--- config.mk ---
export PLATFORM = sky130hd
export DESIGN_NAME = nodeMemory_flat
export DESIGN_NICKNAME = d
export VERILOG_FILES = /design/src/common/nocPkg.sv /design/src/common/nocLink.sv /design/src/logic/nodeMemory.sv /design/src/flat_wrapper.sv
export SDC_FILE = /design/constraint.sdc
export NUM_CORES = 1
export LEC_CHECK = 0
export BUFFER_PORTS_ARGS = -buffer_cell sky130_fd_sc_hd__buf_4
export CORE_MARGIN = 2
export CORE_UTILIZATION = 60
export DETAILED_ROUTE_END_ITERATION = 12
export GPL_ROUTABILITY_DRIVEN = 1
export HOLD_SLACK_MARGIN = 0.1
export PLACE_DENSITY_LB_ADDON = 0.2
export SKIP_CTS_REPAIR_TIMING = 1
export SLEW_MARGIN = 20
export SYNTH_ARGS = -nofsm -noshare
export SYNTH_HDL_FRONTEND = slang
export SYNTH_SLANG_ARGS = --single-unit
--- constraint.sdc ---
create_clock -name clk -period 2.25 [get_ports clk]
set_clock_uncertainty 0.1 [all_clocks]
set_input_delay 0.225 -clock clk [delete_from_list [all_inputs] [get_ports clk]]
set_output_delay 0.225 -clock clk [all_outputs]
set_load 0.01 [all_outputs]
--- src/common/nocPkg.sv ---
package nocPkg;

    localparam int meshX = 3;
    localparam int meshY = 3;
    localparam int nodeCount = meshX * meshY;
    localparam int nodeIdWidth = 4; // ids 9..15 do not exist.
    localparam int coordWidth = 2;

    localparam int addrWidth = 4;
    localparam int memDepth = 1 << addrWidth;
    localparam int dataWidth = 32;

    // flit layout, data in the low bits and destination on top.
    localparam int flitDataLsb = 0;
    localparam int flitAddrLsb = flitDataLsb + dataWidth;
    localparam int flitDstYLsb = flitAddrLsb + addrWidth;
    localparam int flitDstXLsb = flitDstYLsb + coordWidth;
    localparam int flitWidth = flitDstXLsb + coordWidth;

    // north is row - 1, south is row + 1, east is column + 1.
    localparam int portLocal = 0;
    localparam int portNorth = 1;
    localparam int portSouth = 2;
    localparam int portEast = 3;
    localparam int portWest = 4;
    localparam int portCount = 5;
    localparam int portWidth = 3;

    localparam int inFlightWidth = 6; // one held command plus 45 router buffers.

    function automatic logic [coordWidth-1:0] nodeX(input logic [nodeIdWidth-1:0] id);
        nodeX = coordWidth'(id % meshX);
    endfunction

    function automatic logic [coordWidth-1:0] nodeY(input logic [nodeIdWidth-1:0] id);
        nodeY = coordWidth'(id / meshX);
    endfunction

endpackage

--- src/common/nocLink.sv ---
interface nocLink;
    import nocPkg::*;

    logic valid;
    logic [coordWidth-1:0] dstX;
    logic [coordWidth-1:0] dstY;
    logic [addrWidth-1:0] addr;
    logic [dataWidth-1:0] data;
    logic avail; // receiver buffer empty.

    modport sender
    (
        output valid, dstX, dstY, addr, data,
        input avail
    );

    modport receiver
    (
        input valid, dstX, dstY, addr, data,
        output avail
    );

endinterface

--- src/logic/nodeMemory.sv ---
module nodeMemory
(
    input  logic clk,
    input  logic rstN,
    input  logic [nocPkg::nodeIdWidth-1:0] nodeId,

    nocLink.receiver ejectLink,
    output logic written,

    input  logic [nocPkg::addrWidth-1:0] peekAddress,
    output logic [nocPkg::dataWidth-1:0] peekWord
);
    import nocPkg::*;

    logic [dataWidth-1:0] mem [memDepth];

    assign ejectLink.avail = 1'b1; // memory never stalls.
    assign written = ejectLink.valid;
    assign peekWord = mem[peekAddress];

    always_ff @(posedge clk or negedge rstN)
    begin
        if (!rstN)
        begin
            for (int a = 0; a < memDepth; a++)
                mem[a] <= '0;
        end
        else if (ejectLink.valid)
        begin
            mem[ejectLink.addr] <= ejectLink.data;
        end
    end

    // XY routing must only eject at the addressed node.
    ejectAtDest: assert property (@(posedge clk) disable iff (!rstN)
        ejectLink.valid |-> (ejectLink.dstX == nodeX(nodeId)) &&
                            (ejectLink.dstY == nodeY(nodeId)));

endmodule

--- src/flat_wrapper.sv ---
// flat-port wrapper written by rule: the top's interface ports become plain ports
module nodeMemory_flat import nocPkg::*;
  (clk, rstN, nodeId, written, peekAddress, peekWord, ejectLink_valid, ejectLink_dstX, ejectLink_dstY, ejectLink_addr, ejectLink_data, ejectLink_avail);
  nocLink ejectLink_i ();
  input  logic clk;
  input  logic rstN;
  input  logic [nocPkg::nodeIdWidth-1:0] nodeId;
  output logic written;
  input  logic [nocPkg::addrWidth-1:0] peekAddress;
  output logic [nocPkg::dataWidth-1:0] peekWord;
  input wire logic [$bits(ejectLink_i.valid)-1:0] ejectLink_valid;
  input wire logic [$bits(ejectLink_i.dstX)-1:0] ejectLink_dstX;
  input wire logic [$bits(ejectLink_i.dstY)-1:0] ejectLink_dstY;
  input wire logic [$bits(ejectLink_i.addr)-1:0] ejectLink_addr;
  input wire logic [$bits(ejectLink_i.data)-1:0] ejectLink_data;
  output wire logic [$bits(ejectLink_i.avail)-1:0] ejectLink_avail;
  assign ejectLink_i.valid = ejectLink_valid;
  assign ejectLink_i.dstX = ejectLink_dstX;
  assign ejectLink_i.dstY = ejectLink_dstY;
  assign ejectLink_i.addr = ejectLink_addr;
  assign ejectLink_i.data = ejectLink_data;
  assign ejectLink_avail = ejectLink_i.avail;
  nodeMemory u_core (.clk(clk), .rstN(rstN), .nodeId(nodeId), .ejectLink(ejectLink_i), .written(written), .peekAddress(peekAddress), .peekWord(peekWord));
endmodule
==> flow_metrics.py <==
metrics = {
    "global_route": {
        "use_met1": 0.386,
        "antenna_found_initial": 1,
        "grt_overflow_total": 0,
        "track_usage": 0.278,
        "use_met2": 0.460,
        "grt_max_degree": 102,
        "grt_util_met3": 0.0498,
        "grt_pass1_wl_mm": 81.6,
        "grt-busiest-layer": "met2",
        "grt_pass1_vias": 13900,
    },
    "sta": {
        "fin_crit_ns": 2.24,
        "period_share": 0.997,
        "finalSetupViolations": 0,
        "fmax_mhz": 446,
        "setup_tns_ns": 0,
        "worstMarginPinSlew_ns": 0.713,
        "rsz0062_at_grt": "true",
        "slew_viol_final": 0,
        "relSlewSlack": 0.524,
        "fin_worst_hold_slack_ns": 0.177,
        "hold_viol": 0,
        "setup_ws_ns": 0.00784,
    },
    "synth": {
        "synth_top_area_frac": 0.562,
        "netlist_area_sq_um": 22800,
        "synth_edf_count": 0,
        "synthCells": 1408,
        "syn-num-nets": 1459,
        "ys_ff_latch": 512,
        "synth_warnings": 0,
        "synth.most_common_cell": "dfrtp_1",
        "ys_types": 18,
        "synthArstFlopShare": 1.00,
        "synth_area_leaders": "dfrtp_1 (56%), mux2_2 (22%), mux4_2 (13%), mux2_1 (3.7%), a22oi_1 (2.1%)",
        "ys_seq_area_frac": 0.562,
        "yosys-top-cells-count": "dfrtp_1 (512), mux2_2 (437), mux4_2 (128)",
        "synth-main-ff-cell": "dfrtp_1",
        "yosys.area.top_type": "dfrtp_1",
        "syn_area_per_cell_sq_um": 16.2,
    },
    "setup_path": {
        "regToRegEndpoint": "u_core.mem[134]",
        "cp_cell_sequence": "mux4_2, a22oi_2, nand2_1, buf_4",
        "reg2reg_from": "u_core.mem[134]",
        "path_class": "reg2out",
        "slowest_stage": "mux4_2",
        "reg2regPathDepth": 2,
        "worstPathRequired_ns": 1.92,
        "worstSetupStartpointType": "flop",
        "crit_path_end_kind": "output port",
        "critPathLaunch": "u_core.mem[388]",
        "max_stage_delay_ns": 0.48,
        "critical_path.max_fanout": 2,
        "worstPathArrival_ns": 1.92,
        "crit_path_end": "peekWord[4]",
        "rrSetupSlack_ns": 1.26,
    },
    "pwr": {
        "p_leak_nw": 11.5,
        "power_mw": 26.4,
        "power_density_nw_per_um2": 981,
        "ir_worst_vdd_uv": 666,
    },
    "floorplan": {
        "die_y_um": 199,
        "pin_count": 85,
        "placementRows": 71,
        "chipWidth_um": 199,
        "coreArea_sq_um": 37600,
        "start_util": 0.607,
        "die-area_sq_um": 39600,
    },
    "cells_and_area": {
        "syn_to_final_growth_pct": 17.7,
        "top_regs": "u_core.mem (512)",
        "fin_area_sq_um": 26900,
        "largest_reg_flops": 512,
        "top_register": "u_core.mem",
        "instances_no_fill": 2057,
        "drive_above_1_share": 0.557,
        "fin_nets": 1556,
        "nFillCells": 2405,
        "postLayoutCoreUtil": 0.715,
    },
    "routing": {
        "drt_first_pass_iters": 5,
        "routed_wl_mm": 52.4,
        "vias": 12800,
        "avgViaCountPerCell": 6.25,
        "drt-initial-drc-count": 581,
        "drc": 0,
        "antenna_left": 0,
        "wl_per_cell_um": 25.5,
    },
    "clocking": {
        "cts_tree": "built",
        "cts_num_sinks": 512,
        "clock_path_buffers": 3,
        "path_clk_slew_ns": 0.06,
        "cts_root_buffer": "clkbuf_16",
        "htree_levels": 2,
        "clkLatencyLatePin_ns": 0.58,
        "cts_made_buffers": 52,
    },
    "place": {
        "place_ws_ns": 0.120,
        "placed_area_sq_um": 24400,
        "dp_cells": 1923,
        "port_buffers": 75,
        "hpwl_mm": 29.4,
        "routabilityCongestion": 0.734,
    },
    "worst_hold_path": {
        "min_path_type": "in2reg",
    },
    "outcome": {
        "status": "complete, no violations",
    },
    "flow_run": {
        "cap_violations": 0,
    },
}
-- layout by cell type, fill, tap and decap left out, types with 2 or more instances in the layout --
cell / Yosys / layout
dfrtp_1: 512 / 512
mux2_2: 437 / 437
mux4_2: 128 / 128
buf_4: 9 / 91
mux2_1: 75 / 75
clkbuf_16: 0 / 53
a22oi_2: 0 / 37
dlygate4sd3_1: 0 / 33
buf_12: 0 / 30
a22oi_1: 64 / 27
nand2_1: 34 / 22
buf_6: 0 / 18
clkbuf_8: 0 / 16
nand2_2: 0 / 12
nor2_4: 0 / 10
clkbuf_1: 67 / 9
clkinv_2: 0 / 9
bufinv_16: 0 / 7
nor2b_4: 0 / 3
nand2b_2: 0 / 3
nand2b_1: 5 / 2
nand3b_1: 2 / 2
or3_2: 0 / 2
-- where the power goes --
part           switching [mW]  internal, mW
Combinational            1.75          3.05
Clock                    3.53          5.59
Sequential               1.06          11.4
Total                    6.35          20.0
-- routing by layer --
| layer | routed length [um] | share of wire |
|---|---|---|
| met1 | 22500 | 0.43 |
| met2 | 26300 | 0.50 |
| met3 | 2440 | 0.047 |
| met4 | 1200 | 0.023 |
| met5 | 0 | 0 |
-- kinds of logic after synthesis --
logic type	count (synthesis)	share of synthesized area
DFF	512	0.562
and+or+nand+nor	60	0.0118
buffers and inverters	131	0.0261
AOI/OAI and AO/OA	64	0.0211
muxes	640	0.379
other	1	0.000164
-- worst min-delay path by stage --
stage	from	to	slack, ns	depth (start not counted)
CTS	rstN	u_core.mem[225]	-0.58	1
finish	ejectLink_addr[0]	u_core.mem[370]	0.18	4
detailed placement	rstN	u_core.mem[225]	0.03	1
global placement	rstN	u_core.mem[225]	0.02	1
global route	ejectLink_addr[1]	u_core.mem[370]	0.19	4
floorplan	rstN	u_core.mem[0]	-0.17	0
-- worst max-delay path: cells and delay by family, from the launching register on --
| family | cells | cell delay (ns) |
|---|---|---|
| flip-flops | 1 | 0.38 |
| buffers and inverters | 1 | 0.16 |
| AND/OR/NAND/NOR | 1 | 0.12 |
| AO/OA/AOI/OAI | 1 | 0.19 |
| multiplexers | 1 | 0.48 |
-- final cells by class --
| cell class | instances | area, sq um | area share |
|---|---|---|---|
| sequential | 512 | 12800 | 0.477 |
| multi-input combinational | 765 | 9730 | 0.362 |
| timing repair buffer | 174 | 1850 | 0.0687 |
| clock buffer | 77 | 1570 | 0.0583 |
| tap | 511 | 639 | 0.0238 |
| clock inverter | 17 | 263 | 0.00978 |
| antenna | 1 | 2.50 | 0.0000932 |
Note: power is estimated with default switching activity, not from simulation.
